[src/common/rf_pkg.sv]
`default_nettype none

package rf_pkg;

  // architectural data word for registers, the pc and CSR values.
  typedef logic [31:0] xlen_t;

  // RV32E has sixteen general registers.
  typedef logic [3:0] reg_idx_t;

  typedef logic [11:0] csr_addr_t;

  // machine CSR addresses.
  localparam csr_addr_t CSR_MSTATUS   = 12'h300;
  localparam csr_addr_t CSR_MTVEC     = 12'h305;
  localparam csr_addr_t CSR_MEPC      = 12'h341;
  localparam csr_addr_t CSR_MCAUSE    = 12'h342;
  localparam csr_addr_t CSR_MVENDORID = 12'hF11;
  localparam csr_addr_t CSR_MARCHID   = 12'hF12;

  // read-only ID values.
  localparam xlen_t MVENDORID_VALUE = 32'h7973_7978;
  localparam xlen_t MARCHID_VALUE   = 32'h017D_C685;

  // mstatus with MPP set to machine mode for reset and ecall.
  localparam xlen_t MSTATUS_RESET = 32'h0000_1800;

  // environment call from machine mode.
  localparam xlen_t MCAUSE_ECALL_M = 32'd11;

endpackage

`default_nettype wire

[src/logic/commit_queue.sv]
`timescale 1ns/1ps
`default_nettype none

module commit_queue #(
  parameter int QUEUE_DEPTH = 4
) (
  input  wire                    clk,
  input  wire                    reset,
  input  wire                    push,
  input  rf_pkg::xlen_t          push_pc,
  input  rf_pkg::reg_idx_t       push_rd,
  input  wire                    push_gpr_wen,
  input  rf_pkg::xlen_t          push_gpr_wdata,
  input  wire                    push_ecall,
  input  wire                    push_mret,
  input  wire [3:0]              push_csr_wen,
  input  rf_pkg::xlen_t          push_csr_wdata,
  input  wire                    hold,
  output logic                   full,
  output logic                   pending,
  output logic                   head_valid,
  output rf_pkg::xlen_t          head_pc,
  output rf_pkg::reg_idx_t       head_rd,
  output logic                   head_gpr_wen,
  output rf_pkg::xlen_t          head_gpr_wdata,
  output logic                   head_ecall,
  output logic                   head_mret,
  output logic [3:0]             head_csr_wen,
  output rf_pkg::xlen_t          head_csr_wdata
);

  import rf_pkg::*;

  localparam int PTR_W = $clog2(QUEUE_DEPTH);
  localparam int CNT_W = $clog2(QUEUE_DEPTH + 1);

  // record storage, one array per field.
  xlen_t    pc_mem        [QUEUE_DEPTH];
  reg_idx_t rd_mem        [QUEUE_DEPTH];
  logic     gpr_wen_mem   [QUEUE_DEPTH];
  xlen_t    gpr_wdata_mem [QUEUE_DEPTH];
  logic     ecall_mem     [QUEUE_DEPTH];
  logic     mret_mem      [QUEUE_DEPTH];
  logic [3:0] csr_wen_mem [QUEUE_DEPTH];
  xlen_t    csr_wdata_mem [QUEUE_DEPTH];

  logic [PTR_W-1:0] wr_ptr;
  logic [PTR_W-1:0] rd_ptr;
  logic [CNT_W-1:0] count;
  logic             do_push;
  logic             do_pop;

  assign pending    = (count != '0);
  assign full       = (count == CNT_W'(QUEUE_DEPTH));
  assign head_valid = pending;

  // a strobe while full is dropped.
  assign do_push = push && !full;
  assign do_pop  = head_valid && !hold;

  always_ff @(posedge clk) begin
    if (do_push) begin
      pc_mem[wr_ptr]        <= push_pc;
      rd_mem[wr_ptr]        <= push_rd;
      gpr_wen_mem[wr_ptr]   <= push_gpr_wen;
      gpr_wdata_mem[wr_ptr] <= push_gpr_wdata;
      ecall_mem[wr_ptr]     <= push_ecall;
      mret_mem[wr_ptr]      <= push_mret;
      csr_wen_mem[wr_ptr]   <= push_csr_wen;
      csr_wdata_mem[wr_ptr] <= push_csr_wdata;
    end
  end

  // pointers wrap explicitly so any depth works.
  always_ff @(posedge clk) begin
    if (reset) begin
      wr_ptr <= '0;
      rd_ptr <= '0;
      count  <= '0;
    end else begin
      if (do_push) begin
        wr_ptr <= (wr_ptr == PTR_W'(QUEUE_DEPTH - 1)) ? '0 : wr_ptr + 1'b1;
      end
      if (do_pop) begin
        rd_ptr <= (rd_ptr == PTR_W'(QUEUE_DEPTH - 1)) ? '0 : rd_ptr + 1'b1;
      end
      if (do_push && !do_pop) begin
        count <= count + 1'b1;
      end else if (do_pop && !do_push) begin
        count <= count - 1'b1;
      end
    end
  end

  assign head_pc        = pc_mem[rd_ptr];
  assign head_rd        = rd_mem[rd_ptr];
  assign head_gpr_wen   = gpr_wen_mem[rd_ptr];
  assign head_gpr_wdata = gpr_wdata_mem[rd_ptr];
  assign head_ecall     = ecall_mem[rd_ptr];
  assign head_mret      = mret_mem[rd_ptr];
  assign head_csr_wen   = csr_wen_mem[rd_ptr];
  assign head_csr_wdata = csr_wdata_mem[rd_ptr];

endmodule

`default_nettype wire

[src/regfile/gpr_file.sv]
`timescale 1ns/1ps
`default_nettype none

module gpr_file (
  input  wire              clk,
  input  wire              reset,
  input  wire              wen,
  input  rf_pkg::reg_idx_t waddr,
  input  rf_pkg::xlen_t    wdata,
  input  rf_pkg::reg_idx_t raddr1,
  input  rf_pkg::reg_idx_t raddr2,
  output rf_pkg::xlen_t    rdata1,
  output rf_pkg::xlen_t    rdata2
);

  import rf_pkg::*;

  xlen_t regs [16];

  // x0 is never written, so it keeps its reset value of zero.
  always_ff @(posedge clk) begin
    if (reset) begin
      for (int i = 0; i < 16; i++) begin
        regs[i] <= '0;
      end
    end else if (wen && (waddr != '0)) begin
      regs[waddr] <= wdata;
    end
  end

  // asynchronous read ports for decode.
  assign rdata1 = regs[raddr1];
  assign rdata2 = regs[raddr2];

endmodule

`default_nettype wire

[src/regfile/csr_file.sv]
`timescale 1ns/1ps
`default_nettype none

module csr_file (
  input  wire               clk,
  input  wire               reset,
  input  wire               commit,
  input  rf_pkg::xlen_t     pc,
  input  wire               ecall,
  input  wire               mret,
  // bit 3 mtvec, bit 2 mepc, bit 1 mstatus, bit 0 mcause.
  input  wire [3:0]         csr_wen,
  input  rf_pkg::xlen_t     csr_wdata,
  input  rf_pkg::csr_addr_t raddr,
  input  wire               rd_ecall,
  input  wire               rd_mret,
  output rf_pkg::xlen_t     rdata
);

  import rf_pkg::*;

  xlen_t mtvec;
  xlen_t mepc;
  xlen_t mstatus;
  xlen_t mcause;

  logic  mtvec_wen;
  logic  mepc_wen;
  logic  mstatus_wen;
  logic  mcause_wen;

  xlen_t mepc_next;
  xlen_t mstatus_next;
  xlen_t mcause_next;
  xlen_t mstatus_mret;
  xlen_t addr_data;

  assign mtvec_wen   = commit && csr_wen[3];
  assign mepc_wen    = commit && (ecall || csr_wen[2]);
  assign mstatus_wen = commit && (ecall || mret || csr_wen[1]);
  assign mcause_wen  = commit && (ecall || csr_wen[0]);

  // on mret MIE takes MPIE, MPIE is set and MPP is cleared.
  always_comb begin
    mstatus_mret        = mstatus;
    mstatus_mret[3]     = mstatus[7];
    mstatus_mret[7]     = 1'b1;
    mstatus_mret[12:11] = 2'b00;
  end

  // trap updates override explicit writes.
  assign mepc_next   = ecall ? pc : csr_wdata;
  assign mcause_next = ecall ? MCAUSE_ECALL_M : csr_wdata;
  assign mstatus_next = ecall ? MSTATUS_RESET :
                        mret  ? mstatus_mret :
                        csr_wdata;

  always_ff @(posedge clk) begin
    if (reset) begin
      mtvec   <= '0;
      mepc    <= '0;
      mstatus <= MSTATUS_RESET;
      mcause  <= '0;
    end else begin
      if (mtvec_wen) begin
        mtvec <= csr_wdata;
      end
      if (mepc_wen) begin
        mepc <= mepc_next;
      end
      if (mstatus_wen) begin
        mstatus <= mstatus_next;
      end
      if (mcause_wen) begin
        mcause <= mcause_next;
      end
    end
  end

  // unknown addresses read zero.
  always_comb begin
    case (raddr)
      CSR_MSTATUS:   addr_data = mstatus;
      CSR_MTVEC:     addr_data = mtvec;
      CSR_MEPC:      addr_data = mepc;
      CSR_MCAUSE:    addr_data = mcause;
      CSR_MVENDORID: addr_data = MVENDORID_VALUE;
      CSR_MARCHID:   addr_data = MARCHID_VALUE;
      default:       addr_data = '0;
    endcase
  end

  // decode needs the trap vector for ecall and the return pc for mret.
  assign rdata = rd_ecall ? mtvec :
                 rd_mret  ? mepc  :
                 addr_data;

endmodule

`default_nettype wire

[src/logic/rf_subsys.sv]
`timescale 1ns/1ps
`default_nettype none

module rf_subsys #(
  parameter int QUEUE_DEPTH = 4
) (
  input  wire               clk,
  input  wire               reset,
  input  wire               wb_valid,
  input  rf_pkg::xlen_t     wb_pc,
  input  rf_pkg::reg_idx_t  wb_rd,
  input  wire               wb_gpr_wen,
  input  rf_pkg::xlen_t     wb_gpr_wdata,
  input  wire               wb_ecall,
  input  wire               wb_mret,
  input  wire [3:0]         wb_csr_wen,
  input  rf_pkg::xlen_t     wb_csr_wdata,
  input  wire               commit_hold,
  output logic              wb_full,
  output logic              wb_pending,
  input  rf_pkg::reg_idx_t  rs1,
  input  rf_pkg::reg_idx_t  rs2,
  input  rf_pkg::csr_addr_t csr_addr,
  input  wire               rd_ecall,
  input  wire               rd_mret,
  output rf_pkg::xlen_t     src1,
  output rf_pkg::xlen_t     src2,
  output rf_pkg::xlen_t     csr_data
);

  import rf_pkg::*;

  logic       head_valid;
  xlen_t      head_pc;
  reg_idx_t   head_rd;
  logic       head_gpr_wen;
  xlen_t      head_gpr_wdata;
  logic       head_ecall;
  logic       head_mret;
  logic [3:0] head_csr_wen;
  xlen_t      head_csr_wdata;
  logic       commit;

  // the head is applied and popped on the same edge.
  assign commit = head_valid && !commit_hold;

  commit_queue #(
    .QUEUE_DEPTH (QUEUE_DEPTH)
  ) queue_inst (
    .clk            (clk),
    .reset          (reset),
    .push           (wb_valid),
    .push_pc        (wb_pc),
    .push_rd        (wb_rd),
    .push_gpr_wen   (wb_gpr_wen),
    .push_gpr_wdata (wb_gpr_wdata),
    .push_ecall     (wb_ecall),
    .push_mret      (wb_mret),
    .push_csr_wen   (wb_csr_wen),
    .push_csr_wdata (wb_csr_wdata),
    .hold           (commit_hold),
    .full           (wb_full),
    .pending        (wb_pending),
    .head_valid     (head_valid),
    .head_pc        (head_pc),
    .head_rd        (head_rd),
    .head_gpr_wen   (head_gpr_wen),
    .head_gpr_wdata (head_gpr_wdata),
    .head_ecall     (head_ecall),
    .head_mret      (head_mret),
    .head_csr_wen   (head_csr_wen),
    .head_csr_wdata (head_csr_wdata)
  );

  gpr_file gpr_inst (
    .clk    (clk),
    .reset  (reset),
    .wen    (commit && head_gpr_wen),
    .waddr  (head_rd),
    .wdata  (head_gpr_wdata),
    .raddr1 (rs1),
    .raddr2 (rs2),
    .rdata1 (src1),
    .rdata2 (src2)
  );

  csr_file csr_inst (
    .clk       (clk),
    .reset     (reset),
    .commit    (commit),
    .pc        (head_pc),
    .ecall     (head_ecall),
    .mret      (head_mret),
    .csr_wen   (head_csr_wen),
    .csr_wdata (head_csr_wdata),
    .raddr     (csr_addr),
    .rd_ecall  (rd_ecall),
    .rd_mret   (rd_mret),
    .rdata     (csr_data)
  );

endmodule

`default_nettype wire

[config.mk]
export PLATFORM = sky130hd
export DESIGN_NAME = rf_subsys
export DESIGN_NICKNAME = d
export VERILOG_FILES = /design/src/common/rf_pkg.sv /design/src/logic/commit_queue.sv /design/src/regfile/gpr_file.sv /design/src/regfile/csr_file.sv /design/src/logic/rf_subsys.sv
export SDC_FILE = /design/constraint.sdc
export NUM_CORES = 1
export LEC_CHECK = 0
export ABC_AREA = 1
export BUFFER_PORTS_ARGS = -buffer_cell sky130_fd_sc_hd__buf_4
export CELL_PAD_IN_SITES_DETAIL_PLACEMENT = 1
export CELL_PAD_IN_SITES_GLOBAL_PLACEMENT = 1
export CORE_MARGIN = 2
export CORE_UTILIZATION = 43
export CTS_BUF_LIST = sky130_fd_sc_hd__clkbuf_8
export DETAILED_ROUTE_END_ITERATION = 12
export PLACE_DENSITY = 0.7
export REMOVE_ABC_BUFFERS = 1
export SETUP_SLACK_MARGIN = 0.2
export SLEW_MARGIN = 20
export SYNTH_ARGS = -nofsm -noshare
export SYNTH_HDL_FRONTEND = slang
export SYNTH_SLANG_ARGS = --single-unit
[constraint.sdc]
create_clock -name clk -period 14.2 [get_ports clk]
set_clock_uncertainty 0.05 [all_clocks]
set_input_delay 2.13 -clock clk [delete_from_list [all_inputs] [get_ports clk]]
set_output_delay 2.13 -clock clk [all_outputs]
set_load 0.005 [all_outputs]
==> impl_metrics.csv <==
group,metric,value,unit
outcome,status,"complete, no violations",
route,drc,0,
critical_path,r2r-end,"csr_inst.mstatus[20]$_SDFFE_PP0P_",
synth,synth.distinct_cells,35,
synth,netlist_top_cells_area,"edfxtp_1 56%, nand2_1 6.9%, nor2_1 5.7%",
finish,syn_to_final_growth,12.31,%
synth,ys_async_sr_fraction,0,
timing,setup_tns,0,ns
power,clockPowerShare,0.309,
synth,yosysMostFrequentCell,"edfxtp_1",
critical_path,critPathMaxFanout,155,
critical_path,endpoint_kind,"primary output",
clock_network,cts.hold.buffers_added,0,
power,power.density,156.9,nW/um^2
timing,final.setup.worst_slack,6.630,ns
route,wirelength,170600,um
finish,stdcell_area,56420,um^2
critical_path,cp_top_family,"buffers and inverters",
critical_path,cp-startpoint,"rs1[0]",
clock_network,cts_max_level,4,
clock_network,cts_tree,"yes",
route,vias,40690,
critical_path,worst_path_largest_cell_delay,0.81,ns
route,drtIter0Drc,3664,
finish,drive_gt1_frac,0.1102,
route,routedWlPerCell,24.18,um
clock_network,clock_latency,0.88,ns
timing,drv_slew,0,
critical_path,required,12.02,ns
critical_path,cpMaxStageDelayCell,"buf_4",
placed_design,io_buffers,230,
floorplanning,die_y,345.8,um
power,leakagePower,22.19,nW
min_path,worstHoldStart,"csr_inst.mstatus[16]$_SDFFE_PP0P_",
timing,setup_viol_count_final,0,
timing,rsz0062_at_grt,"no",
floorplanning,core,116000,um^2
route,drt-pass1-iter-count,5,
placed_design,post-place-ws,6.712,ns
critical_path,start_kind,"input port",
floorplanning,ios,231,
timing,tightest_slew,1.235,ns
floorplanning,die_x,345.8,um
clock_network,clock-sinks,1077,
route,routed_via_density,5.768,
floorplanning,start_util,0.4329,
timing,finalHoldViolCount,0,
timing,fin_hold_ws,0.4141,ns
power,power.share.sequential,0.446,
critical_path,reg2reg_slack,9.14,ns
synth,ys_seq_area_frac,0.6165,
power,switching_share,0.3519,
grt,antenna_found_initial,9,
grt,grt_use_total,0.2815,
synth,ys_ff_latch,1077,
synth,netlist_top_cells_count,"940 x edfxtp_1, 928 x nand2_1, 762 x nor2_1",
clock_network,cts_buffers,188,
route,ant_nets,0,
placed_design,gp_congestion,0.7847,
critical_path,path_buf_inv,4,
critical_path,crit_top_cell,"buf_4",
finish,fin_nets,5513,
clock_network,post-cts-setup-buffer-count,0,
power,p_sw,3.116,mW
clock_network,cts_resized,0,
grt,grt_pass1_vias,41850,
run,maxCapViolCount,0,
power,intPower,5.737,mW
grt,grt_pass1_wl,256500,um
critical_path,path_class,"input port to primary output",
synth,syn_inst,5281,
critical_path,critical_path.cell_chain,"buf_8 -> buf_4 -> buf_4 -> a21oi_1 -> o21ai_0 -> nand3_1 -> nand3_1 -> nand2_1 -> buf_4",
floorplanning,rows,125,
timing,fin_crit_sh,0.5331,
grt,overflow,0,
synth,synth_top_area_cell,"edfxtp_1",
critical_path,rr_worst_depth,12,
synth,syn_area,50240,um^2
min_path,min_delay_path_depth,2,
synth,syn_area_per_cell,9.513,um^2
clock_network,clockBufferDepth,3,
synth,synth_edf_count,940,
critical_path,cp.arrival,5.39,ns
grt,grt_max_degree,156,
synth,yosys_warnings,0,
clock_network,clk_pin_slew,0.06,ns
placed_design,hpwl,93760,um
power,p_total,8.853,mW
placed_design,postPlaceCellArea,52880,um^2
min_path,hp-class,"flop to flop",
clock_network,cts_root_buffer,"clkbuf_8",
min_path,whs_endpoint,"csr_inst.mstatus[16]$_SDFFE_PP0P_",
power,combinationalPowerShare,0.244,
synth,synthFlopType,"edfxtp_1",
synth,synth_top_area_share,0.5619,
power,ir_drop,93.77,uV
timing,max_freq,132.1,MHz
timing,slew_headroom,0.1767,
floorplanning,die_area,119600,um^2
timing,period_needed,7.570,ns
-- worst max-delay path by stage --
stage	to	slack, ns	depth (start not counted)
after detailed placement	src1[8]	6.71	8
after global placement	src1[8]	6.74	8
final	src1[27]	6.63	9
after global routing	src1[9]	6.40	9
after floorplan	queue_inst.csr_wdata_mem[0][0]$_DFFE_PP_	6.60	3
after CTS	src1[8]	6.70	8
-- logic make-up after synthesis --
group | after synthesis | synth area share
buffers and inverters | 788 | 0.06329
other | 1 | 0.00007465
AOI/OAI and AO/OA | 1161 | 0.1342
adders and majority gates | 7 | 0.001893
DFF | 1077 | 0.6165
xor gates and xnor gates | 1 | 0.0001744
and+or+nand+nor | 2246 | 0.1839
-- worst reg2reg max path, delay by kind of cell, from the launching register on --
family          cells  cell delay [ns]
buf+inv             5             3.06
flops               1             0.53
compound gates      1             0.05
simple gates        6             1.24
-- cell usage in the layout (no fill, tap or decap), types with 44 or more instances in the layout --
master / instances
nor2_1: 754
a21oi_1: 366
clkbuf_8: 194
o211ai_1: 280
nand2_1: 909
clkinv_1: 44
edfxtp_1: 940
inv_1: 405
dfxtp_1: 135
buf_4: 301
nand3_1: 505
o21ai_0: 440
-- stage by stage --
step,util,instances
finish,0.4862,7054
global route,0.4862,7053
CTS,0.4861,7051
detailed placement,0.4557,6707
global placement,0.4557,6707
floorplan,-,4876
-- power groups by stage --
stage                     combinational [mW]  sequential, mW  clock (mW)
final                                   2.16            3.95        2.74
after global routing                    2.40            3.98        2.92
after CTS                               2.17            3.95        2.80
after detailed placement                2.17            4.01           0
after global placement                  2.11            4.00           0
after floorplan                         1.22            4.02           0
-- cell type report --
| cell class | instances | area, um^2 |
|---|---|---|
| Multi-Input combinational cell | 3447 | 16320 |
| Timing Repair Buffer | 307 | 2349 |
| Clock buffer | 192 | 2643 |
| Inverter | 352 | 1334 |
| Antenna cell | 3 | 7.507 |
| Tap cell | 1524 | 1907 |
| Clock inverter | 152 | 885.9 |
| Fill cell | 13040 | 59630 |
| Sequential cell | 1077 | 30980 |
-- registers in the layout, summed over array words and instances (netlist names), 32 cells and up, named ones only --
register / cells
csr_inst.mcause: 32
csr_inst.mepc: 32
csr_inst.mstatus: 32
csr_inst.mtvec: 32
gpr_inst.regs: 512
queue_inst.csr_wdata_mem: 128
queue_inst.gpr_wdata_mem: 128
queue_inst.pc_mem: 128
-- per-layer routing --
layer,global-route usage,vias up,routed length [um]
met5,0,-,54
met4,0.1070,8,5545
met3,0.04367,380,11750
met2,0.4776,1483,82290
met1,0.3628,20330,70920
li1,-,18490,-
Power figures use the tool's default switching activity.
